==> src/hw/dcache_pkg.sv <==
// shared widths and packed types for the data cache; referenced by scoped name from all RTL
package dcache_pkg;

  // cache geometry
  localparam int num_way   = 4;
  localparam int num_idx   = 8;
  localparam int idx_bits  = 3;
  localparam int tag_bits  = 5;
  // byte offset, never decoded
  localparam int off_bits  = 3;
  localparam int data_bits = 64;
  localparam int wb_depth  = 2;

  // processor byte address, tag and set_index together form the memory word address
  typedef struct packed {
    logic [tag_bits-1:0] tag;
    logic [idx_bits-1:0] set_index;
    logic [off_bits-1:0] ignore;
  } sass_addr_t;

  typedef struct packed {
    logic                 valid;
    logic                 dirty;
    logic [tag_bits-1:0]  tag;
    logic [data_bits-1:0] data;
  } cache_line_t;

  typedef struct packed {
    logic                 write;
    sass_addr_t           addr;
    logic [data_bits-1:0] data;
  } mem_req_t;

  typedef struct packed {
    logic                 store;
    sass_addr_t           addr;
    logic [data_bits-1:0] data;
  } cpu_req_t;

endpackage
==> src/hw/dcache_array.sv <==
// four way banks plus the victim tree; gives hit data and the victim line of the addressed set
`timescale 1ns/10ps

module dcache_array (
  input  logic                               clock,
  input  logic                               reset,
  input  dcache_pkg::sass_addr_t             addr,
  input  logic                               fill_en,
  input  dcache_pkg::cache_line_t            fill_line,
  input  logic                               use_hit_way,
  output logic                               hit,
  output logic [dcache_pkg::data_bits-1:0]   hit_data,
  output dcache_pkg::cache_line_t            victim,
  output dcache_pkg::sass_addr_t             victim_addr
);

  logic [dcache_pkg::num_way-1:0]   way_hit;
  logic [dcache_pkg::num_way-1:0]   way_wr;
  logic [dcache_pkg::num_way-1:0]   victim_way;
  logic [dcache_pkg::data_bits-1:0] way_data [dcache_pkg::num_way];
  dcache_pkg::cache_line_t          way_line [dcache_pkg::num_way];

  // store hits rewrite in place, everything else goes to the victim way
  assign way_wr = fill_en ? (use_hit_way ? way_hit : victim_way) : '0;

  for (genvar w = 0; w < dcache_pkg::num_way; w++) begin : g_way
    cache_way way_i (
      .clock       (clock),
      .reset       (reset),
      .rd_addr     (addr),
      .wr_en       (way_wr[w]),
      .wr_line     (fill_line),
      .hit         (way_hit[w]),
      .rd_data     (way_data[w]),
      .victim_line (way_line[w])
    );
  end

  // tree advances only when a new line comes in
  victim_tree tree_i (
    .clock      (clock),
    .reset      (reset),
    .set_index  (addr.set_index),
    .fill       (fill_en && !use_hit_way),
    .victim_way (victim_way)
  );

  assign hit = |way_hit;

  // both selects are one-hot
  always_comb begin
    hit_data = '0;
    victim   = '0;
    for (int w = 0; w < dcache_pkg::num_way; w++) begin
      if (way_hit[w]) begin
        hit_data = way_data[w];
      end
      if (victim_way[w]) begin
        victim = way_line[w];
      end
    end
  end

  always_comb begin
    victim_addr.tag       = victim.tag;
    victim_addr.set_index = addr.set_index;
    victim_addr.ignore    = '0;
  end

endmodule

==> src/hw/victim_tree.sv <==
// per-set fill-order tree; names the way that the next line fill of a set replaces
`timescale 1ns/10ps

module victim_tree (
  input  logic                                clock,
  input  logic                                reset,
  input  logic [dcache_pkg::idx_bits-1:0]     set_index,
  input  logic                                fill,
  output logic [dcache_pkg::num_way-1:0]      victim_way
);

  logic [dcache_pkg::num_idx-1:0] half;
  logic [dcache_pkg::num_idx-1:0] left;
  logic [dcache_pkg::num_idx-1:0] right;
  logic                           cur_half;
  logic                           cur_left;
  logic                           cur_right;

  assign cur_half  = half[set_index];
  assign cur_left  = left[set_index];
  assign cur_right = right[set_index];

  // half picks the pair, left/right picks the way inside it
  assign victim_way = {cur_half & cur_right,
                       cur_half & ~cur_right,
                       ~cur_half & cur_left,
                       ~cur_half & ~cur_left};

  // fills walk way0, way2, way1, way3
  always_ff @(posedge clock) begin
    if (reset) begin
      half  <= '0;
      left  <= '0;
      right <= '0;
    end else if (fill) begin
      half[set_index] <= ~cur_half;
      if (!cur_half) begin
        left[set_index] <= ~cur_left;
      end else begin
        right[set_index] <= ~cur_right;
      end
    end
  end

endmodule

==> src/hw/cache_way.sv <==
// one way bank of the data cache; dcache_array instances four of them side by side
`timescale 1ns/10ps

module cache_way (
  input  logic                               clock,
  input  logic                               reset,
  input  dcache_pkg::sass_addr_t             rd_addr,
  input  logic                               wr_en,
  input  dcache_pkg::cache_line_t            wr_line,
  output logic                               hit,
  output logic [dcache_pkg::data_bits-1:0]   rd_data,
  output dcache_pkg::cache_line_t            victim_line
);

  dcache_pkg::cache_line_t lines [dcache_pkg::num_idx];
  dcache_pkg::cache_line_t cur_line;

  // line of the addressed set
  assign cur_line = lines[rd_addr.set_index];

  assign hit     = cur_line.valid && (cur_line.tag == rd_addr.tag);
  assign rd_data = cur_line.data;

  // whole line goes out so it can be evicted
  assign victim_line = cur_line;

  always_ff @(posedge clock) begin
    if (reset) begin
      for (int i = 0; i < dcache_pkg::num_idx; i++) begin
        lines[i].valid <= 1'b0;
        lines[i].dirty <= 1'b0;
      end
    end else if (wr_en) begin
      lines[rd_addr.set_index] <= wr_line;
    end
  end

endmodule

==> config.mk <==
export PLATFORM = sky130hd
export DESIGN_NAME = dcache_array
export DESIGN_NICKNAME = d
export VERILOG_FILES = /design/src/hw/dcache_pkg.sv /design/src/hw/dcache_array.sv /design/src/hw/victim_tree.sv /design/src/hw/cache_way.sv
export SDC_FILE = /design/constraint.sdc
export NUM_CORES = 2
export LEC_CHECK = 0
export BUFFER_PORTS_ARGS = -buffer_cell sky130_fd_sc_hd__buf_4
export CORE_ASPECT_RATIO = 0.7
export CORE_MARGIN = 5
export CORE_UTILIZATION = 55
export DETAILED_ROUTE_END_ITERATION = 8
export GPL_TIMING_DRIVEN = 0
export HOLD_SLACK_MARGIN = 0.1
export PLACE_DENSITY = 0.83
export SLEW_MARGIN = 20
export SYNTH_ARGS = -nofsm -noshare
export SYNTH_HDL_FRONTEND = slang
export SYNTH_HIERARCHICAL = 1
export SYNTH_SLANG_ARGS = --single-unit
==> constraint.sdc <==
create_clock -name clock -period 9.49 [get_ports clock]
set_clock_uncertainty 0.15 [all_clocks]
set_input_delay 0.4745 -clock clock [delete_from_list [all_inputs] [get_ports clock]]
set_output_delay 0.4745 -clock clock [all_outputs]
set_load 0.005 [all_outputs]
==> run_results.csv <==
group,metric,value,unit
logic_synthesis,synth_ff_type,"edfxtp_1",
logic_synthesis,async_flop_share,0,%
floorplanning,placementRows,126,
logic_synthesis,synth.cell_area,93500,sq um
setup_path,cpPeakStageDelay,660,ps
detailed_routing,top_layer,"met5",
global_route,antenna_found_initial,27,
detailed_routing,num_vias,60751,
floorplanning,start_util,55.4,%
detailed_routing,vias_per_cell,6.84,
status,status,"completed",
logic_synthesis,yosys_warnings,6,
logic_synthesis,synth-seq-cells,2296,
logic_synthesis,yosys.area.top_type,"edfxtp_1",
cells_and_area,multiInputGateArea,20800,sq um
job,cap_viol_max_count,0,
setup_path,crit_path_frequent_cell,"buf_4",
global_route,track_usage,34.8,%
placement,dp_hpwl,222,mm
setup_path,arrival,6540,ps
timing,timing.fmax,162,MHz
detailed_routing,drc,0,
logic_synthesis,synth_top_area_share,72.9,%
logic_synthesis,synth_cell_types,72,
clock_network,clock_path_buffers,3,
cells_and_area,stdcell_area,107000,sq um
power_and_ir_drop,max-vdd-ir-drop,0.186,mV
setup_path,endpoint_kind,"register",
clock_network,cts_setup_buffers,0,
setup_path,crit_family,"buffers and inverters",
clock_network,cts_tree,"built",
timing,fin_crit_sh,64.9,%
clock_network,cts_made_buffers,197,
global_route,grt_max_degree,49,
timing,finalWorstSetupSlack,3330,ps
worst_hold_path,hold_path.class,"in2reg",
cells_and_area,final_cell_mix,"edfxtp_1 (2272), buf_4 (675), a21oi_1 (422), mux2i_1 (404), nor2_1 (242)",
placement,placedInstanceArea,100000,sq um
cells_and_area,final_net_count,6543,
logic_synthesis,ys_seq_area_share,73.5,%
power_and_ir_drop,p_leak,36.6,nW
global_route,grt_pass1_vias,58066,
setup_path,critical_path.slowest_cell,"a311o_1",
timing,setup_viol,0,
timing,min_period,6160,ps
placement,pre_cts_slack,2880,ps
detailed_routing,wl_met3,57.3,mm
logic_synthesis,synthTopCellsByArea,"edfxtp_1 (73%), mux2i_1 (4.3%), buf_4 (2.6%)",
placement,portBuffers,223,
timing,worst_slew_pin_slew,1400,ps
cells_and_area,fillers,11079,
setup_path,cp_data_required_time,9870,ps
cells_and_area,layout-drive-gt1-share,22.0,%
clock_network,clk_pin_slew,70,ps
timing,hold_viol_final,0,
clock_network,cts_sinks,2296,
cells_and_area,seqCellArea,68700,sq um
floorplanning,core_region_area,169000,sq um
logic_synthesis,postSynthAreaPerCell,16.2,sq um
detailed_routing,wl_met2,134,mm
setup_path,worstSetupStartpointType,"input pin",
detailed_routing,ant_nets,0,
cells_and_area,syn2layout_area_growth,14.5,%
clock_network,htreeDepth,4,
global_route,overflow,0,
floorplanning,ios,233,
setup_path,crit_fanout,19,
timing,rsz0062_at_grt,"false",
timing,slew_headroom,6.38,%
setup_path,cp_cell_sequence,"buf_4 > buf_2 > inv_2 > nor2_1 > a311o_1 > xor2_1 > nor4_2 > buf_4 > buf_2 > mux2i_1 > nor2b_1 > nand2b_1 > nor3_2 > buf_6 > buf_4 > buf_4 > buf_6 > buf_4",
placement,place_congestion,1.04,
global_route,grt_pass1_wl,438,mm
floorplanning,dieArea,179000,sq um
detailed_routing,avgRoutedWirePerCell,35.7,um
floorplanning,die_w,503,um
logic_synthesis,synth-edff-count,2272,
setup_path,path_buf_inv,10,
timing,slew_viol_final,0,
floorplanning,chipHeight,355,um
setup_path,criticalPathCategory,"in2reg",
cells_and_area,final_common_cell,"edfxtp_1",
detailed_routing,dr.pass1.iters,9,
detailed_routing,met1_length,109,mm
power_and_ir_drop,powerDensity,195,nW/um^2
detailed_routing,detail_route.wirelength,317,mm
clock_network,clock_latency,850,ps
logic_synthesis,postSynthCellCount,5763,
clock_network,cts_root_buf,"clkbuf_16",
detailed_routing,drtIter0Drc,11515,
## flip-flops by register name, indices dropped and copies added, names as in the netlist
signal             flops
g_way.way_i/lines   2272
tree_i/half            8
tree_i/left            8
tree_i/right           8
## tightest hold or removal path: stages
cell    delay, ps
buf_4         140
or2_1         130
buf_6         140
nor3_2        110
## repair_timing
action,4_1_cts,5_1_grt
endpoints found under the hold margin,2274,0
gates resized for setup,0,0
hold buffers,72,0
## where the power goes
group          total [mW]  internal [mW]  leakage (nW)  switching, mW
Sequential           11.2           11.2          20.7         0.0101
Clock                7.86           4.21          2.99           3.65
Combinational        1.84          0.582          12.9           1.26
## cell type report
class / count / area share, %
Multi-Input combinational cell: 2810 / 19.4
Buffer: 645 / 3.91
Clock buffer: 247 / 4.84
Clock inverter: 118 / 0.894
Timing Repair Buffer: 493 / 4.02
Tap cell: 2240 / 2.62
Antenna cell: 24 / 0.0561
Inverter: 14 / 0.0491
Sequential cell: 2296 / 64.2
## synthesized netlist by cell type, types with 7 or more instances
cell and instances:
inv_2 9, o2bb2ai_1 8, dfxtp_1 24, buf_6 35, and2_1 44, clkbuf_1 143, o22ai_1 155, nor2_1 243
a221o_1 95, nand2_1 181, a221oi_1 139, nor3_1 28, o21ai_0 250, buf_2 122, buf_1 11, buf_4 321
and3_1 43, or2_2 41, mux2i_1 404, a21oi_1 422, a22o_1 7, edfxtp_1 2272, o221ai_1 26, nand2b_1 23
nor2_2 16, nand3_1 9, o22a_1 12, mux2_1 80, a222oi_1 111, mux4_2 48, nand4_1 8, nor2b_1 27
a41o_1 8, a22oi_2 17, o41ai_1 20, a22oi_1 169, mux2_2 88, xor2_1 8, buf_8 8
## layer usage
| layer | up-vias | global-route usage [%] |
|---|---|---|
| met5 | - | 0 |
| met4 | 16 | 15.2 |
| met3 | 840 | 15.1 |
| met2 | 5449 | 49.3 |
| met1 | 30119 | 46.9 |
| li1 | 24327 | - |
## path summary, 6_finish.rpt
| kind | to | slack, ps | from | cells past startpoint |
|---|---|---|---|---|
| setup / recovery | g_way[1].way_i/lines[0][22] | 3330 | addr[4] | 18 |
| setup reg to reg | g_way[1].way_i/lines[0][22] | 3660 | g_way[1].way_i/lines[7][64] | 16 |
| hold reg to reg | tree_i/half[7] | 370 | tree_i/half[7] | 1 |
| hold / removal | g_way[1].way_i/lines[0][68] | 190 | addr[5] | 4 |
## through the flow
step	util, %	power (mW)	setup TNS [ps]	hold WS [ps]	std cells
after floorplan	-	12.2	0	317	5765
after global placement	58.1	13.0	-4839590	327	8228
after detailed placement	59.3	13.1	0	350	8425
after CTS	63.4	20.8	0	105	8862
after global routing	63.4	21.3	0	165	8866
final	63.4	20.9	0	188	8887
## cell families (layout without fill, tap and decap cells)
logic type,Yosys count,after routing,synth area share (%)
DFF,2296,2296,73.5
AOI/OAI and AO/OA,1479,1479,10.8
muxes,621,621,7.52
xor gates and xnor gates,8,8,0.0749
other,1,27,0.00401
and+or+nand+nor,699,699,3.57
buffers and inverters,659,1517,4.53
Note: power is estimated with default switching activity, not from simulation.
