--- config.mk ---
export PLATFORM = sky130hd
export DESIGN_NAME = dcache_ctrl
export DESIGN_NICKNAME = d
export VERILOG_FILES = /design/src/hw/dcache_pkg.sv /design/src/hw/dcache_ctrl.sv
export SDC_FILE = /design/constraint.sdc
export NUM_CORES = 1
export LEC_CHECK = 0
export ABC_AREA = 1
export CAP_MARGIN = 5
export CORE_AREA = 8 8 228 230
export CTS_BUF_LIST = sky130_fd_sc_hd__clkbuf_16
export DETAILED_ROUTE_END_ITERATION = 10
export DIE_AREA = 0 0 236 238
export DONT_BUFFER_PORTS = 1
export PLACE_DENSITY = 0.39
export SLEW_MARGIN = 10
export SYNTH_ARGS = -nofsm -noshare
export SYNTH_HDL_FRONTEND = slang
export SYNTH_SLANG_ARGS = --single-unit
--- constraint.sdc ---
create_clock -name clock -period 4.5 [get_ports clock]
set_input_delay 0.675 -clock clock [delete_from_list [all_inputs] [get_ports clock]]
set_output_delay 0.675 -clock clock [all_outputs]
set_load 0.1 [all_outputs]
--- src/hw/dcache_pkg.sv ---
// shared widths and packed types for the data cache; referenced by scoped name from all RTL
package dcache_pkg;

  // cache geometry
  localparam int num_way   = 4;
  localparam int num_idx   = 8;
  localparam int idx_bits  = 3;
  localparam int tag_bits  = 5;
  // byte offset, never decoded
  localparam int off_bits  = 3;
  localparam int data_bits = 64;
  localparam int wb_depth  = 2;

  // processor byte address, tag and set_index together form the memory word address
  typedef struct packed {
    logic [tag_bits-1:0] tag;
    logic [idx_bits-1:0] set_index;
    logic [off_bits-1:0] ignore;
  } sass_addr_t;

  typedef struct packed {
    logic                 valid;
    logic                 dirty;
    logic [tag_bits-1:0]  tag;
    logic [data_bits-1:0] data;
  } cache_line_t;

  typedef struct packed {
    logic                 write;
    sass_addr_t           addr;
    logic [data_bits-1:0] data;
  } mem_req_t;

  typedef struct packed {
    logic                 store;
    sass_addr_t           addr;
    logic [data_bits-1:0] data;
  } cpu_req_t;

endpackage
--- src/hw/dcache_ctrl.sv ---
// processor-side FSM of the data cache; runs hits, evictions, refills and store installs
`timescale 1ns/10ps

module dcache_ctrl (
  input  logic                               clock,
  input  logic                               reset,
  input  logic                               cpu_req,
  input  dcache_pkg::cpu_req_t               cpu_cmd,
  input  logic                               hit,
  input  logic [dcache_pkg::data_bits-1:0]   hit_data,
  input  dcache_pkg::cache_line_t            victim,
  input  dcache_pkg::sass_addr_t             victim_addr,
  input  logic                               wb_full,
  input  logic                               refill_ack,
  input  logic [dcache_pkg::data_bits-1:0]   refill_rdata,
  output logic                               cpu_ready,
  output logic                               cpu_done,
  output logic                               cpu_hit,
  output logic [dcache_pkg::data_bits-1:0]   cpu_rdata,
  output dcache_pkg::sass_addr_t             array_addr,
  output logic                               fill_en,
  output dcache_pkg::cache_line_t            fill_line,
  output logic                               use_hit_way,
  output logic                               wb_push,
  output dcache_pkg::mem_req_t               wb_entry,
  output logic                               refill_mreq,
  output dcache_pkg::mem_req_t               refill_req
);

  typedef enum logic [2:0] {st_idle, st_lookup, st_evict, st_refill, st_done} state_t;

  state_t               state;
  state_t               state_nxt;
  dcache_pkg::cpu_req_t req_q;
  logic                 need_push;
  logic                 evict_go;

  // a dirty victim has to get into the buffer before its way is reused
  assign need_push = victim.valid && victim.dirty;
  assign evict_go  = !(need_push && wb_full);

  assign cpu_ready   = (state == st_idle);
  assign cpu_done    = (state == st_done);
  assign array_addr  = req_q.addr;
  assign use_hit_way = (state == st_lookup);
  assign wb_push     = (state == st_evict) && need_push && !wb_full;
  assign refill_mreq = (state == st_refill);

  always_comb begin
    case (state)
      st_lookup: fill_en = hit && req_q.store;
      st_evict:  fill_en = evict_go && req_q.store;
      st_refill: fill_en = refill_ack;
      default:   fill_en = 1'b0;
    endcase
  end

  // stores install dirty, refills clean
  always_comb begin
    fill_line.valid  = 1'b1;
    fill_line.dirty  = req_q.store;
    fill_line.tag    = req_q.addr.tag;
    fill_line.data   = req_q.store ? req_q.data : refill_rdata;
    wb_entry.write   = 1'b1;
    wb_entry.addr    = victim_addr;
    wb_entry.data    = victim.data;
    refill_req.write = 1'b0;
    refill_req.addr  = req_q.addr;
    refill_req.data  = '0;
  end

  always_comb begin
    state_nxt = state;
    case (state)
      st_idle:   if (cpu_req) state_nxt = st_lookup;
      st_lookup: state_nxt = hit ? st_done : st_evict;
      st_evict:  if (evict_go) state_nxt = req_q.store ? st_done : st_refill;
      st_refill: if (refill_ack) state_nxt = st_done;
      default:   state_nxt = st_idle;
    endcase
  end

  always_ff @(posedge clock) begin
    if (reset) begin
      state <= st_idle;
    end else begin
      state <= state_nxt;
    end
  end

  // request and response payload
  always_ff @(posedge clock) begin
    if (cpu_ready && cpu_req) begin
      req_q <= cpu_cmd;
    end
    if (state == st_lookup) begin
      cpu_hit   <= hit;
      cpu_rdata <= hit_data;
    end
    if ((state == st_refill) && refill_ack) begin
      cpu_rdata <= refill_rdata;
    end
  end

endmodule

==> flow_metrics.env, run 1 <==
export IMPL_core_area_um2=48300
export IMPL_hpwl_mm=20.3
export IMPL_maxSlewHeadroom=0.217
export IMPL_antenna_found_initial=5
export IMPL_first_iter_violations=192
export IMPL_drt_total_wl_mm=25.6
export IMPL_grt_overflow=0
export IMPL_drc=0
export IMPL_clkSinkCount=144
export IMPL_skew_ps=11.6
export IMPL_finalCritPeriodShare=0.707
export IMPL_clkTransAtPathRegs_ps=60
export IMPL_synthToLayoutAreaGrowth_pct=14.5
export IMPL_arrival_ps=2500
export IMPL_gp_congestion=0.749
export IMPL_hold_start="reset"
export IMPL_cts_buffers=17
export IMPL_hold_viol=0
export IMPL_io_pins=597
export IMPL_crit_type="flop to primary output"
export IMPL_rsz0062_at_grt="no"
export IMPL_regArea_um2=4290
export IMPL_yosysUniqueCellTypes=21
export IMPL_syn_avg_cell_area_um2=10.5
export IMPL_post_dp_cell_area_um2=7960
export IMPL_ant_nets=0
export IMPL_grt_pass1_wl_mm=34.9
export IMPL_synth_area_um2=7470
export IMPL_ir_drop_mv=0.295
export IMPL_die_h_um=238
export IMPL_num_rows=81
export IMPL_grt_max_degree=133
export IMPL_layout_nets=937
export IMPL_ys_seq_area_frac=0.575
export IMPL_viasPerCell=3.40
export IMPL_start_util=0.154
export IMPL_crit_fanout=132
export IMPL_dr_pass1_iters=4
export IMPL_yosysWarnings=0
export IMPL_vias=4348
export IMPL_maxCapViolations=0
export IMPL_wire_per_inst_um=20.0
export IMPL_regToRegStartpoint="state[1]$_SDFFE_PP0P_"
export IMPL_cts_resized=0
export IMPL_synth_top_area_frac=0.567
export IMPL_cts_setup_buffers=0
export IMPL_drv_slew=0
export IMPL_synth_most_common_cell="buf_4"
export IMPL_synthArstFlopShare=0
export IMPL_insertion_delay_ps=470
export IMPL_synth_ff_type="edfxtp_1"
export IMPL_worstHoldPathType="primary input to flop"
export IMPL_min_period_ps=3180
export IMPL_ctsLongestPathBuffers=2
export IMPL_fill_cells=5330
export IMPL_yosysTopAreaCell="edfxtp_1"
export IMPL_synth_seq_cells=144
export IMPL_synth_edf_count=141
export IMPL_cts_root_buf="clkbuf_16"
export IMPL_cp_start_kind="flop"
export IMPL_postSynthCellCount=709
export IMPL_io_buffers=0
export IMPL_setup_tns_ps=0
export IMPL_tightest_slew_ps=1170
export IMPL_synthTopCellsByCount="buf_4 (170), nand2_1 (143), edfxtp_1 (141), inv_1 (73), o21ai_0 (64)"
export IMPL_p_per_area_nw_per_um2=601
export IMPL_hold_buffers=0
export IMPL_required_ps=3830
export IMPL_p_leak_nw=3.38
export IMPL_htreeDepth=4
export IMPL_cts_tree="done"
export IMPL_fin_area_um2=8550
export IMPL_layout_drive_gt1_share=0.284
export IMPL_reg2reg_setup_slack_ps=1580
export IMPL_setup_violations_final=0
export IMPL_crit_start="fill_line[69]$_DFFE_PP_"
export IMPL_grt_use_total=0.0881
export IMPL_dieWidth_um=236
export IMPL_ys_top_cells_by_area="edfxtp_1 (57%), buf_4 (17%), nand2_1 (7.2%), o21ai_0 (4.3%), o21ai_2 (4.2%)"
export IMPL_status="finished clean"
export IMPL_grt_pass1_vias=4535
export IMPL_multi_input_area_um2=1950
export IMPL_max_freq_mhz=315
export IMPL_worstSetupEndpointType="primary output"
export IMPL_diodes=0
export IMPL_die_area_um2=56200
export IMPL_p_total_w=0.00514
export IMPL_utilization=0.177
[worst max-delay path, cell delays in order (launching register included)]
cell      delay (ps)
edfxtp_1         410
buf_12           250
o21ai_2         1100
[state kept, by name, indices dropped and copies added (netlist names)]
signal and cells:
req_q 64, cpu_rdata 64, state 3, cpu_hit 1, fill_line 1, array_addr 11
[report_power, final]
group	switching (W)	leakage, nW	internal (W)
clock	0.000618	0.290	0.000866
combinational	0.00123	1.74	0.000185
sequential	0.000575	1.36	0.00166
total	0.00242	3.38	0.00272
[final timing paths]
kind                             endpoint  cells past startpoint
setup reg to reg  cpu_rdata[62]$_DFFE_PP_                      7
hold reg to reg     state[2]$_SDFFE_PP0P_                      4
setup / recovery            fill_line[30]                      2
hold / removal      state[0]$_SDFFE_PP0P_                      1
[logic make-up (layout without fill, tap and decap cells)]
kind of cell | Yosys count | after routing | synth area share
buffers and inverters | 271 | 155 | 0.233
AND/OR/NAND/NOR | 161 | 161 | 0.0848
flip-flops | 144 | 144 | 0.575
AO/OA/AOI/OAI | 131 | 131 | 0.106
other | 2 | 67 | 0.00101
[through the flow]
step	std cells	hold WS, ps	setup WS [ps]
after floorplan	774	601	114
after global placement	1248	670	1570
after detailed placement	1248	670	1530
after CTS	1280	205	1400
after global routing	1280	237	1330
final	1280	281	1320
[layout by cell type (no fill, tap or decap), drive strengths merged, types with 4 or more instances in the layout]
cell type | netlist | layout
conb | 2 | 67
clkinv | 0 | 6
nand3 | 4 | 4
clkbuf | 13 | 17
inv | 73 | 77
nor2 | 8 | 8
o21ai | 129 | 129
nand2 | 145 | 145
buf | 185 | 50
edfxtp | 141 | 141
[final cells by class]
cell class | count | share of cell area
inverter | 73 | 0.0320
clock inverter | 15 | 0.0195
timing repair buffer | 50 | 0.0773
tap | 622 | 0.0910
multi-input combinational | 359 | 0.228
clock buffer | 17 | 0.0498
sequential | 144 | 0.502
[metal layers]
layer	GRT usage	part of all wire
met1	0.0947	0.37
met2	0.141	0.50
met3	0.0460	0.098
met4	0.0437	0.023
met5	0.00606	0.0032
(Power assumes the default switching activity.)
==> run 2, diff against run 1 <==
- ABC_AREA: 1 -> 0
- CORE_AREA: 8 8 228 230 -> 8 8 229 231
- DIE_AREA: 0 0 236 238 -> 0 0 237 239
- PLACE_DENSITY: 0.39 -> 0.38
- clock period: 4.5 -> 3 ns (I/O delays scaled with it)
==> flow_metrics.env, run 2 <==
export IMPL_synth_most_common_cell="buf_4"
export IMPL_synth_area_mux_share=0.217
export IMPL_hpwl_mm=18.0
export IMPL_maxCapViolations=0
export IMPL_dr_pass1_iters=4
export IMPL_dp_cells=1025
export IMPL_core_area_um2=48500
export IMPL_p_per_area_nw_per_um2=783
export IMPL_yosysWarnings=0
export IMPL_synth_seq_cells=144
export IMPL_clkSinkCount=144
export IMPL_gp_congestion=0.695
export IMPL_crit_type="flop to primary output"
export IMPL_ys_top_cells_by_area="edfxtp_1 (56%), buf_4 (17%), mux2_2 (12%), mux2_4 (9.8%), buf_6 (1.0%)"
export IMPL_cts_setup_buffers=0
export IMPL_drv_slew=0
export IMPL_rr_worst_depth=4
export IMPL_critical_path_top_delay_family="buffers and inverters"
export IMPL_die_h_um=239
export IMPL_finalNonFillerCells=1057
export IMPL_synthTopCellsByCount="buf_4 (170), edfxtp_1 (141), mux2_2 (79), mux2_4 (49)"
export IMPL_vias=3358
export IMPL_drc=0
export IMPL_layout_drive_gt1_share=0.464
export IMPL_io_buffers=0
export IMPL_diodes=0
export IMPL_hold_viol=0
export IMPL_yosysUniqueCellTypes=26
export IMPL_worstSetupEndpointType="primary output"
export IMPL_synth_adder_area_share=0
export IMPL_status="finished clean"
export IMPL_setup_violations_final=0
export IMPL_first_iter_violations=159
export IMPL_crit_slowest_cell="buf_12"
export IMPL_start_util=0.155
export IMPL_htreeDepth=4
export IMPL_synth_top_area_frac=0.563
export IMPL_grt_max_degree=71
export IMPL_max_freq_mhz=398
export IMPL_insertion_delay_ps=460
export IMPL_fin_area_um2=8360
export IMPL_skew_ps=17.1
export IMPL_die_area_um2=56600
export IMPL_io_pins=597
export IMPL_final_common_cell="edfxtp_1"
export IMPL_tightest_slew_ps=1030
export IMPL_viasPerCell=3.18
export IMPL_crit_fanout=70
export IMPL_grt_pass1_vias=3914
export IMPL_ir_drop_mv=0.326
export IMPL_reg2reg_setup_slack_ps=580
export IMPL_cts_tree="done"
export IMPL_drt_total_wl_mm=22.7
export IMPL_p_leak_nw=3.01
export IMPL_antenna_found_initial=3
export IMPL_hold_start="cpu_cmd[58]"
export IMPL_regToRegStartpoint="state[2]$_SDFFE_PP0P_"
export IMPL_wire_per_inst_um=21.5
export IMPL_rsz0062_at_grt="no"
export IMPL_grt_use_total=0.0768
export IMPL_min_to="req_q[58]$_DFFE_PP_"
export IMPL_synth_compound_area_share=0.00682
export IMPL_hold_path_depth=0
export IMPL_cts_root_buf="clkbuf_16"
export IMPL_synth_edf_count=141
export IMPL_post_dp_cell_area_um2=7760
export IMPL_synth_top_family_by_area="multiplexers"
export IMPL_grt_overflow=0
export IMPL_arrival_ps=2070
export IMPL_dieWidth_um=237
export IMPL_maxSlewHeadroom=0.318
export IMPL_ant_nets=0
export IMPL_synthToLayoutAreaGrowth_pct=11.1
export IMPL_yosysTopAreaCell="edfxtp_1"
export IMPL_min_period_ps=2520
export IMPL_cts_buffers=17
export IMPL_layout_nets=715
export IMPL_grt_pass1_wl_mm=30.4
export IMPL_clkTransAtPathRegs_ps=70
export IMPL_ys_seq_area_frac=0.571
export IMPL_finalCritPeriodShare=0.838
export IMPL_crit_path_cell_trace="buf_12 -> nand4b_1 -> a31oi_2 -> buf_4"
export IMPL_synthArstFlopShare=0
export IMPL_num_rows=81
export IMPL_critPathMaxStageDelay_ps=430
export IMPL_crit_buf_inv=2
export IMPL_cp_start_kind="flop"
export IMPL_worstHoldPathType="primary input to flop"
export IMPL_synth_ff_type="edfxtp_1"
export IMPL_r2r_end="cpu_rdata[33]$_DFFE_PP_"
export IMPL_required_ps=2550
export IMPL_synth_area_um2=7520
export IMPL_postSynthCellCount=491
export IMPL_final_cell_mix="edfxtp_1 (141), mux2_2 (79), conb_1 (67)"
export IMPL_synth_simple_area_share=0.0166
export IMPL_syn_avg_cell_area_um2=15.3
export IMPL_ctsLongestPathBuffers=2
export IMPL_utilization=0.172
export IMPL_synth_xor_area_share=0
[run 2: cells by family after synthesis]
kind of cell / after synthesis
flip-flops: 144
other: 2
buffers and inverters: 189
AO/OA/AOI/OAI: 7
multiplexers: 129
AND/OR/NAND/NOR: 20
[run 2: metal layers]
layer	part of all wire	track usage	vias up	wire (um)
met4	0.020	0.0359	0	449
met3	0.12	0.0491	37	2810
met2	0.53	0.135	289	12100
li1	-	-	1405	-
met1	0.32	0.0686	1627	7330
met5	0	0	-	0
[run 2: metrics by stage]
| step | setup TNS [ps] | hold slack (ps) | worst slack, ps | total power [W] |
|---|---|---|---|---|
| 3_3_place_gp | 0 | 532 | 623 | 0.00445 |
| 5_1_grt | 0 | 28.1 | 351 | 0.00678 |
| 4_1_cts | 0 | 6.94 | 410 | 0.00670 |
| 3_5_place_dp | 0 | 526 | 540 | 0.00445 |
| 2_1_floorplan | -13060 | 523 | -286 | 0.00480 |
| 6_report | 0 | 79.6 | 485 | 0.00655 |
[run 2: how the worst max path moves through the flow]
| stage | start | end | slack [ps] | cells past startpoint |
|---|---|---|---|---|
| 3_3_place_gp | state[1]$_SDFFE_PP0P_ | cpu_rdata[52]$_DFFE_PP_ | 620 | 4 |
| 6_report | fill_line[69]$_DFFE_PP_ | fill_en | 480 | 4 |
| 4_1_cts | fill_line[69]$_DFFE_PP_ | fill_en | 410 | 4 |
| 2_1_floorplan | state[0]$_SDFFE_PP0P_ | cpu_done | -290 | 3 |
| 3_5_place_dp | state[1]$_SDFFE_PP0P_ | cpu_rdata[47]$_DFFE_PP_ | 540 | 4 |
| 5_1_grt | fill_line[69]$_DFFE_PP_ | fill_en | 350 | 4 |
[run 2: repair_timing]
action,CTS,global route
resized for setup,0,0
endpoints found under the hold margin,2,0
hold buffers,1,0
[run 2: power breakdown]
group          internal [W]  switching (W)
Clock               0.00123       0.000919
Combinational      0.000243        0.00139
Sequential          0.00237       0.000392
[run 2: cell type report]
cell class / count / area [um^2]
Sequential cell: 144 / 4290
Clock buffer: 17 / 425
Multi-Input combinational cell: 223 / 2130
Clock inverter: 14 / 158
Tap cell: 622 / 778
Timing Repair Buffer: 37 / 573
Fill cell: 5214 / 40200
