<file path="src/hw/dcache_pkg.sv">
// shared widths and packed types for the data cache; referenced by scoped name from all RTL
package dcache_pkg;

  // cache geometry
  localparam int num_way   = 4;
  localparam int num_idx   = 8;
  localparam int idx_bits  = 3;
  localparam int tag_bits  = 5;
  // byte offset, never decoded
  localparam int off_bits  = 3;
  localparam int data_bits = 64;
  localparam int wb_depth  = 2;

  // processor byte address, tag and set_index together form the memory word address
  typedef struct packed {
    logic [tag_bits-1:0] tag;
    logic [idx_bits-1:0] set_index;
    logic [off_bits-1:0] ignore;
  } sass_addr_t;

  typedef struct packed {
    logic                 valid;
    logic                 dirty;
    logic [tag_bits-1:0]  tag;
    logic [data_bits-1:0] data;
  } cache_line_t;

  typedef struct packed {
    logic                 write;
    sass_addr_t           addr;
    logic [data_bits-1:0] data;
  } mem_req_t;

  typedef struct packed {
    logic                 store;
    sass_addr_t           addr;
    logic [data_bits-1:0] data;
  } cpu_req_t;

endpackage
</file>
<file path="src/hw/wb_buffer.sv">
// two-entry FIFO of dirty victims; the head entry is offered to memory until acknowledged
`timescale 1ns/10ps

module wb_buffer (
  input  logic                    clock,
  input  logic                    reset,
  input  logic                    push,
  input  dcache_pkg::mem_req_t    entry,
  input  logic                    ack,
  output logic                    full,
  output logic                    mreq,
  output dcache_pkg::mem_req_t    head
);

  dcache_pkg::mem_req_t                        slots [dcache_pkg::wb_depth];
  logic [$clog2(dcache_pkg::wb_depth+1)-1:0]   count;
  logic [$clog2(dcache_pkg::wb_depth)-1:0]     rd_ptr;
  logic [$clog2(dcache_pkg::wb_depth)-1:0]     wr_ptr;

  // two slots, so the tail is just past the head
  assign wr_ptr = rd_ptr + count[$clog2(dcache_pkg::wb_depth)-1:0];

  assign full = (count == dcache_pkg::wb_depth);
  assign mreq = (count != '0);
  assign head = slots[rd_ptr];

  always_ff @(posedge clock) begin
    if (reset) begin
      count  <= '0;
      rd_ptr <= '0;
    end else begin
      if (ack) begin
        rd_ptr <= rd_ptr + 1'b1;
      end
      case ({push, ack})
        2'b10:   count <= count + 1'b1;
        2'b01:   count <= count - 1'b1;
        default: count <= count;
      endcase
    end
  end

  always_ff @(posedge clock) begin
    if (push) begin
      slots[wr_ptr] <= entry;
    end
  end

endmodule

</file>
<file path="config.mk">
export PLATFORM = sky130hd
export DESIGN_NAME = wb_buffer
export DESIGN_NICKNAME = d
export VERILOG_FILES = /design/src/hw/dcache_pkg.sv /design/src/hw/wb_buffer.sv
export SDC_FILE = /design/constraint.sdc
export NUM_CORES = 1
export LEC_CHECK = 0
export BUFFER_PORTS_ARGS = -buffer_cell sky130_fd_sc_hd__buf_4
export CAP_MARGIN = 20
export CORE_UTILIZATION = 47
export CTS_CLUSTER_SIZE = 10
export DETAILED_ROUTE_END_ITERATION = 12
export PLACE_DENSITY = 0.81
export SLEW_MARGIN = 20
export SYNTH_ARGS = -nofsm -noshare
export SYNTH_HDL_FRONTEND = slang
export SYNTH_SLANG_ARGS = --single-unit
</file>
<file path="constraint.sdc">
create_clock -name clock -period 5.5 [get_ports clock]
set_input_delay 1.65 -clock clock [delete_from_list [all_inputs] [get_ports clock]]
set_output_delay 1.65 -clock clock [all_outputs]
set_load 0.02 [all_outputs]
</file>
==> flow_summary.json, run 1 <==
{
  "root_buffer": "clkbuf_16",
  "placed_cells": 549,
  "utilization_pct": 65.9,
  "drt_wl_total_mm": 9.93,
  "synth_top_family_by_area": "multiplexers",
  "cp.required_ps": 3850,
  "place.gp.congestion": 0.672,
  "ant_nets": 0,
  "wl_per_cell_um": 17.1,
  "p_leak_nw": 2.86,
  "drv_cap": 0,
  "slew_viol_final": 0,
  "period_share_pct": 67.9,
  "tightest_slew_ps": 1050,
  "layout_commonest_cell": "buf_4",
  "switching_share_pct": 23.4,
  "fmax_ghz": 0.268,
  "via_per_inst": 4.99,
  "worstPathMaxFanout": 76,
  "portBuffers": 157,
  "final_cells": 581,
  "period_minus_slack_ps": 3730,
  "grt_pass1_wl_mm": 15.5,
  "worst-setup-path-type": "flop to output pin",
  "fin_tns_setup_ps": 0,
  "grt_usage_pct": 16.7,
  "h-tree-depth": 4,
  "path_clk_slew_ps": 60,
  "fin_nets": 507,
  "status": "complete, but fails checks",
  "synthAdderAreaFrac_pct": 0.221,
  "layout_common_cells": "buf_4, edfxtp_1, mux2_2",
  "yosys.area.top_type": "edfxtp_1",
  "synth.top_cell.area_share_pct": 80.7,
  "yosys-mux-area-fraction_pct": 15.1,
  "hpwl_mm": 6.07,
  "cts.sinks": 156,
  "irDropWorstVdd_mv": 0.232,
  "power_w": 0.00318,
  "min_path_type": "flop to flop",
  "cts_buffers": 17,
  "ys_ff_latch": 156,
  "synth_nets": 337,
  "die_w_um": 112,
  "rsz0062_at_grt": "false",
  "ctsHoldBuffers": 0,
  "clk_latency_ps": 410,
  "p_clk_share_pct": 37.6,
  "syn_area_per_cell_um2": 22.1,
  "max_stage_delay_ps": 970,
  "setup_ws_ps": 1770,
  "violations": "design-rule violations",
  "worstPathArrival_ps": 2080,
  "grt-ovfl-total": 0,
  "powerDensity_nw_per_um2": 417,
  "setup_viol_count_final": 0,
  "crit_chain": "mux2_2, buf_4",
  "postCtsSetupRepairBufs": 0,
  "relSlewSlack_pct": 30.0,
  "critPathLaunchType": "flop",
  "ctsResizeCount": 0,
  "diodes": 0,
  "synth_compound_area_share_pct": 0.177,
  "drc": 8,
  "drive_above_1_share_pct": 60.7,
  "seq_area_frac_synth_pct": 82.1,
  "yosys.cell_types.count": 16,
  "synth_area_leaders": "edfxtp_1, mux2_2, dfxtp_1, buf_4, buf_2",
  "antenna_found_initial": 0,
  "p_switching_w": 0.000744,
  "max-clock-path-buffers": 2,
  "firstDrtPassIters": 8,
  "synth.cell_area_um2": 5650,
  "area_delta_synth_final_pct": 34.7,
  "synth_xor_xnor_area_share_pct": 0.620,
  "grt_pass1_vias": 3121,
  "vias": 2898,
  "drt_iter0_drc": 216,
  "finalHoldViolCount": 0,
  "die-area_um2": 12500,
  "postSynthCellCount": 256,
  "clock_skew_ps": 9.57,
  "slowest_stage": "dfxtp_4",
  "p_int_w": 0.00243,
  "grt_max_degree": 77,
  "combPwrFrac_pct": 15.2,
  "synth_warnings": 0,
  "ios": 158,
  "core.rowCount": 39,
  "seq_power_share_pct": 47.3,
  "synth-simple-area-share_pct": 0.752,
  "start_util_pct": 48.9,
  "cts_tree": "yes",
  "dieHeight_um": 112,
  "preCtsSetupSlack_ps": 2080,
  "coreArea_um2": 11600,
  "cp-end-kind": "output pin"
}
==> cell families after synthesis <==
logic type	count (synthesis)
adder cells (fa/ha/maj)	1
flip-flops	156
AND/OR/NAND/NOR	8
buffers and inverters	9
multiplexers	76
XOR/XNOR	4
AO/OA/AOI/OAI	2
==> per-layer routing <==
| metal | GRT usage (%) | part of all wire (%) | vias up |
|---|---|---|---|
| met5 | 0 | 0 | - |
| met2 | 28.7 | 52 | 112 |
| met1 | 18.8 | 39 | 1423 |
| met3 | 6.86 | 7.2 | 12 |
| met4 | 5.68 | 1.1 | 0 |
| li1 | - | - | 1351 |
==> cells in the mapped netlist <==
cell type	number
or3_1	1
dfxtp_1	4
and2b_2	1
edfxtp_1	152
a21oi_1	1
nor2_1	4
inv_1	1
xnor2_1	2
buf_2	4
or2_2	1
o21ai_0	1
and2_1	1
ha_1	1
mux2_2	76
xor2_1	2
buf_4	4
==> worst paths after layout <==
| check | endpoint | start | cells past startpoint | slack [ps] |
|---|---|---|---|---|
| max | head[60] | flop | 2 | 1770 |
| min | count[1] | count[1] | 2 | 500 |
| max reg2reg | slots[1][27] | count[0] | 2 | 3430 |
| min reg2reg | count[1] | count[1] | 2 | 500 |
==> sequential cells by signal, indices dropped and copies added (netlist names), named ones only <==
name    count
count       2
slots     152
rd_ptr      1
==> critical path: cells and delay by family, from the launching register on <==
family	cells	cell delay [ps]
buffers and inverters	1	160
DFF	1	970
muxes	1	440
==> power groups by stage <==
stage                     logic (W)  registers (W)  clock network (W)
after floorplan            0.000285        0.00151                  0
after global placement     0.000474        0.00152                  0
after detailed placement   0.000481        0.00153                  0
after CTS                  0.000484        0.00151            0.00121
after global routing       0.000509        0.00152            0.00126
final                      0.000482        0.00150            0.00119
==> area by class of cell <==
cell class                 instances  area, µm²
sequential                       156       4650
fill                             802       3950
timing repair buffer             159       1220
multi-input combinational         91        966
clock buffer                      18        429
tap                              143        179
clock inverter                    13        173
inverter                           1       3.75
==> stage by stage <==
step / hold slack (ps) / area, µm²
final: 499 / 7620
after global routing: 532 / 7620
after CTS: 501 / 7600
after detailed placement: 493 / 7000
after global placement: 468 / 7000
after floorplan: 456 / 5650
No activity file was read; power rests on OpenSTA's default activity.
==> run 2: changes to the inputs <==
- clock period: 5.5 -> 3.25 ns (I/O delays scaled with it)
==> run 2 against run 1 <==
  * The run still ends with design-rule violations left
  * Register-to-register slack worse by 2100 ps
  * Clock power rose by 89%
  * Utilization rose by 0.81 points
  * First-iteration DRC count down 32%
==> flow_summary.json, run 2 (synthesis results as in run 1) <==
{
  "status": "complete, but fails checks",
  "violations": "design-rule violations",
  "h-tree-depth": 4,
  "die-area_um2": 12500,
  "ctsResizeCount": 0,
  "largest_registers": "slots: 152 flops, count: 2 flops, rd_ptr: 1 flops",
  "start_util_pct": 48.9,
  "period_minus_slack_ps": 2830,
  "cp.required_ps": 2270,
  "coreArea_um2": 11600,
  "setup_viol_count_final": 0,
  "path_clk_slew_ps": 60,
  "core.rowCount": 39,
  "via_per_inst": 5.00,
  "cp-end-kind": "output pin",
  "slowest_stage": "dfxtp_4",
  "max-clock-path-buffers": 2,
  "drive_above_1_share_pct": 61.8,
  "grt_usage_pct": 17.0,
  "crit_path_frequent_cell": "buf_4",
  "crit_chain": "buf_4, mux2_2, buf_4",
  "cts_tree": "yes",
  "grt_pass1_wl_mm": 15.7,
  "slew_viol_final": 0,
  "fmax_ghz": 0.353,
  "vias": 2914,
  "largest_reg_flops": 152,
  "root_buffer": "clkbuf_16",
  "cts.sinks": 156,
  "firstDrtPassIters": 8,
  "die_w_um": 112,
  "drt_iter0_drc": 147,
  "worstPathMaxFanout": 24,
  "place.gp.congestion": 0.741,
  "antenna_found_initial": 0,
  "grt_max_degree": 42,
  "layout_common_cells": "buf_4, edfxtp_1, mux2_2",
  "max_stage_delay_ps": 510,
  "worstPathArrival_ps": 1860,
  "min_path_type": "flop to flop",
  "wl_per_cell_um": 17.3,
  "irDropWorstVdd_mv": 0.433,
  "utilization_pct": 66.7,
  "cts_buffers": 17,
  "ios": 158,
  "critPathLaunchType": "flop",
  "period_share_pct": 87.2,
  "regArea_um2": 4650,
  "finalHoldViolCount": 0,
  "area_delta_synth_final_pct": 36.4,
  "hpwl_mm": 6.63,
  "worst-setup-path-type": "flop to output pin",
  "preCtsSetupSlack_ps": 837,
  "r2r_start": "count[0]",
  "fin_nets": 510,
  "drt_wl_total_mm": 10.1,
  "top_register": "slots",
  "critPathTopFamily": "buffers and inverters",
  "diodes": 0,
  "clock_skew_ps": 8.53,
  "rsz0062_at_grt": "false",
  "dieHeight_um": 112,
  "setup_ws_ps": 416,
  "drc": 9,
  "ctsHoldBuffers": 0,
  "grt_pass1_vias": 3200,
  "multi_input_area_um2": 966,
  "postCtsSetupRepairBufs": 0,
  "p_leak_nw": 2.91,
  "fin_tns_setup_ps": 0,
  "hold_ws_ps": 504,
  "clk_latency_ps": 420,
  "grt-ovfl-total": 0,
  "tightest_slew_ps": 563,
  "relSlewSlack_pct": 62.5,
  "drv_cap": 0,
  "powerDensity_nw_per_um2": 727,
  "portBuffers": 157,
  "cp.buffers_inverters": 2,
  "n_fill_cell": 777,
  "ant_nets": 0,
  "layout_commonest_cell": "buf_4",
  "hold_path.startpoint": "count[1]"
}
-- run 2: cell count changes in the layout (fill, tap and decap cells not counted) --
| cell | before | now |
|---|---|---|
| inv_6 | 2 | 0 |
| clkinv_4 | 0 | 1 |
| clkinv_1 | 4 | 1 |
| buf_4 | 157 | 160 |
| clkinv_2 | 1 | 2 |
| clkbuf_1 | 1 | 0 |
| bufinv_16 | 4 | 7 |
-- run 2: path summary, 6_finish.rpt --
path | slack (ps) | endpoint | depth (start not counted)
worst min-delay path | 500 | count[1] | 2
worst max register to register | 1310 | slots[1][11] | 3
worst min register to register | 500 | count[1] | 2
worst max-delay path | 420 | head[27] | 3
-- run 2: final cells by class --
class	instances	share of cell area [%]
Timing Repair Buffer	162	16.1
Inverter	1	0.0487
Sequential cell	156	60.3
Tap cell	143	2.32
Clock buffer	17	5.52
Clock inverter	13	3.21
Multi-Input combinational cell	91	12.5
-- run 2: through the flow --
stage,instance area (µm²),instances,power (W)
CTS,7710,583,0.00564
detailed placement,7040,553,0.00342
global placement,7040,553,0.00339
global route,7710,583,0.00576
finish,7710,583,0.00561
floorplan,5660,256,0.00303
-- run 2: layer usage --
metal	GRT usage (%)	part of all wire, %	up-vias	routed length (µm)
met3	6.31	6.7	15	680
met4	7.57	1.8	0	181
met1	18.8	40	1442	4060
met2	29.2	51	100	5170
li1	-	-	1357	-
met5	0	0	-	0
-- run 2: power by group --
group / total [W] / internal, W / switching [W]
Combinational: 0.000847 / 0.000388 / 0.000459
Sequential: 0.00252 / 0.00246 / 0.0000561
Clock: 0.00225 / 0.00150 / 0.000743
-- run 2: worst register-to-register path, stage by stage, from the launching register on --
cell	delay [ps]
dfxtp_1	420
xor2_1	310
and2_4	570
buf_12	310
==> run 3: changes to the inputs <==
- MAX_ROUTING_LAYER: default -> met4
==> run 3 against run 2 <==
  * The run still ends with design-rule violations left
  * Setup slack better by 3.0 ps
  * Total power about the same
  * First-iteration DRC count down 0.68%
  * Global-route usage up 0.55 points
  * Routed wire length down 0.50%
  * Largest cell class unchanged
==> flow_summary.json, run 3 (synthesis results as in run 1) <==
{
  "status": "complete, but fails checks",
  "violations": "design-rule violations",
  "cts.sinks": 156,
  "start_util_pct": 48.9,
  "worstPathArrival_ps": 1860,
  "fin_tns_setup_ps": 0,
  "h-tree-depth": 4,
  "largest_reg_flops": 152,
  "grt_pass1_wl_mm": 15.7,
  "portBuffers": 157,
  "period_minus_slack_ps": 2830,
  "clock_skew_ps": 6.24,
  "ctsHoldBuffers": 0,
  "ff2ff_path_depth": 3,
  "dieHeight_um": 112,
  "min_path_type": "flop to flop",
  "reg2reg_to": "slots[1][19]",
  "root_buffer": "clkbuf_16",
  "crit_cells": 3,
  "drv_cap": 0,
  "powerDensity_nw_per_um2": 727,
  "ctsResizeCount": 0,
  "p_leak_nw": 2.91,
  "die-area_um2": 12500,
  "hold_ws_ps": 503,
  "layout_commonest_cell": "buf_4",
  "vias": 2903,
  "path_clk_slew_ps": 60,
  "finalHoldViolCount": 0,
  "coreArea_um2": 11600,
  "crit_chain": "buf_4, mux2_2, buf_4",
  "cp-endpoint": "head[27]",
  "firstDrtPassIters": 8,
  "crit_path_frequent_cell": "buf_4",
  "die_w_um": 112,
  "tightest_slew_ps": 565,
  "postCtsSetupRepairBufs": 0,
  "drt_wl_total_mm": 10.0,
  "rsz0062_at_grt": "false",
  "clk_latency_ps": 410,
  "cts_tree": "yes",
  "hpwl_mm": 6.63,
  "top_register": "slots",
  "critPathTopFamily": "buffers and inverters",
  "ios": 158,
  "setup_ws_ps": 419,
  "antenna_found_initial": 0,
  "cp.required_ps": 2270,
  "critPathLaunchType": "flop",
  "r2r_slack_ps": 1300,
  "preCtsSetupSlack_ps": 837,
  "fin_nets": 510,
  "setup_viol_count_final": 0,
  "relSlewSlack_pct": 62.4,
  "worstPathMaxFanout": 24,
  "diodes": 0,
  "fmax_ghz": 0.353,
  "slowest_stage": "dfxtp_4",
  "period_share_pct": 87.1,
  "wl_per_cell_um": 17.2,
  "grt-ovfl-total": 0,
  "power_w": 0.00561,
  "r2r_start": "count[0]",
  "drt_iter0_drc": 146,
  "area_delta_synth_final_pct": 36.4,
  "place.gp.congestion": 0.751,
  "via_per_inst": 4.98,
  "slew_viol_final": 0,
  "irDropWorstVdd_mv": 0.432,
  "max-clock-path-buffers": 2,
  "drc": 9,
  "cp-end-kind": "output pin",
  "grt_pass1_vias": 3202,
  "core.rowCount": 39,
  "ant_nets": 0,
  "worst-setup-path-type": "flop to output pin",
  "cts_buffers": 17,
  "drive_above_1_share_pct": 61.8,
  "grt_max_degree": 42,
  "largest_registers": "slots: 152 flops, count: 2 flops, rd_ptr: 1 flops",
  "max_stage_delay_ps": 500,
  "grt_usage_pct": 17.5,
  "cp.buffers_inverters": 2,
  "layout_common_cells": "buf_4, edfxtp_1, mux2_2"
}
==> run 3: cell counts in the layout (fill, tap and decap cells not counted) <==
No cell type changed its count.
==> run 3: area by class of cell <==
| type | count | area [µm²] |
|---|---|---|
| flip-flops and latches | 156 | 4650 |
| fillers | 777 | 3850 |
| repair buffers | 162 | 1240 |
| multi-input cells | 91 | 966 |
| clock buffers | 17 | 425 |
| clock inverters | 13 | 248 |
| well taps | 143 | 179 |
| inverters | 1 | 3.75 |
==> run 3: metrics by stage <==
stage	std cells	instance area, µm²	util (%)
6_report	583	7710	66.7
5_1_grt	583	7710	66.7
4_1_cts	583	7710	66.7
3_5_place_dp	553	7040	60.9
3_3_place_gp	553	7040	60.9
2_1_floorplan	256	5660	-
==> run 3: per-layer routing <==
layer	up-vias	GRT usage, %	share of wire, %
met5	-	-	0
met4	0	7.57	1.8
met3	15	6.10	6.3
met2	99	29.2	51
met1	1432	19.1	41
li1	1357	-	-
==> run 3: tightest hold or removal path: cells and delay by family (launching register included) <==
| kind | cells | cell delay [ps] |
|---|---|---|
| AOI/OAI and AO/OA | 2 | 130 |
| DFF | 1 | 330 |
==> run 3: worst min path at each step <==
stage,startpoint,to,slack (ps),cells after the start
floorplan,count[1],count[1],460,2
global placement,count[1],count[1],470,2
detailed placement,count[1],count[1],500,2
CTS,count[1],count[1],510,2
global route,count[1],count[1],560,2
finish,count[1],count[1],500,2
==> run 3: power by group <==
part	switching [W]	total (W)	internal (W)
Combinational	0.000459	0.000847	0.000388
Sequential	0.0000558	0.00252	0.00246
Clock	0.000742	0.00225	0.00150
Total	0.00126	0.00561	0.00435
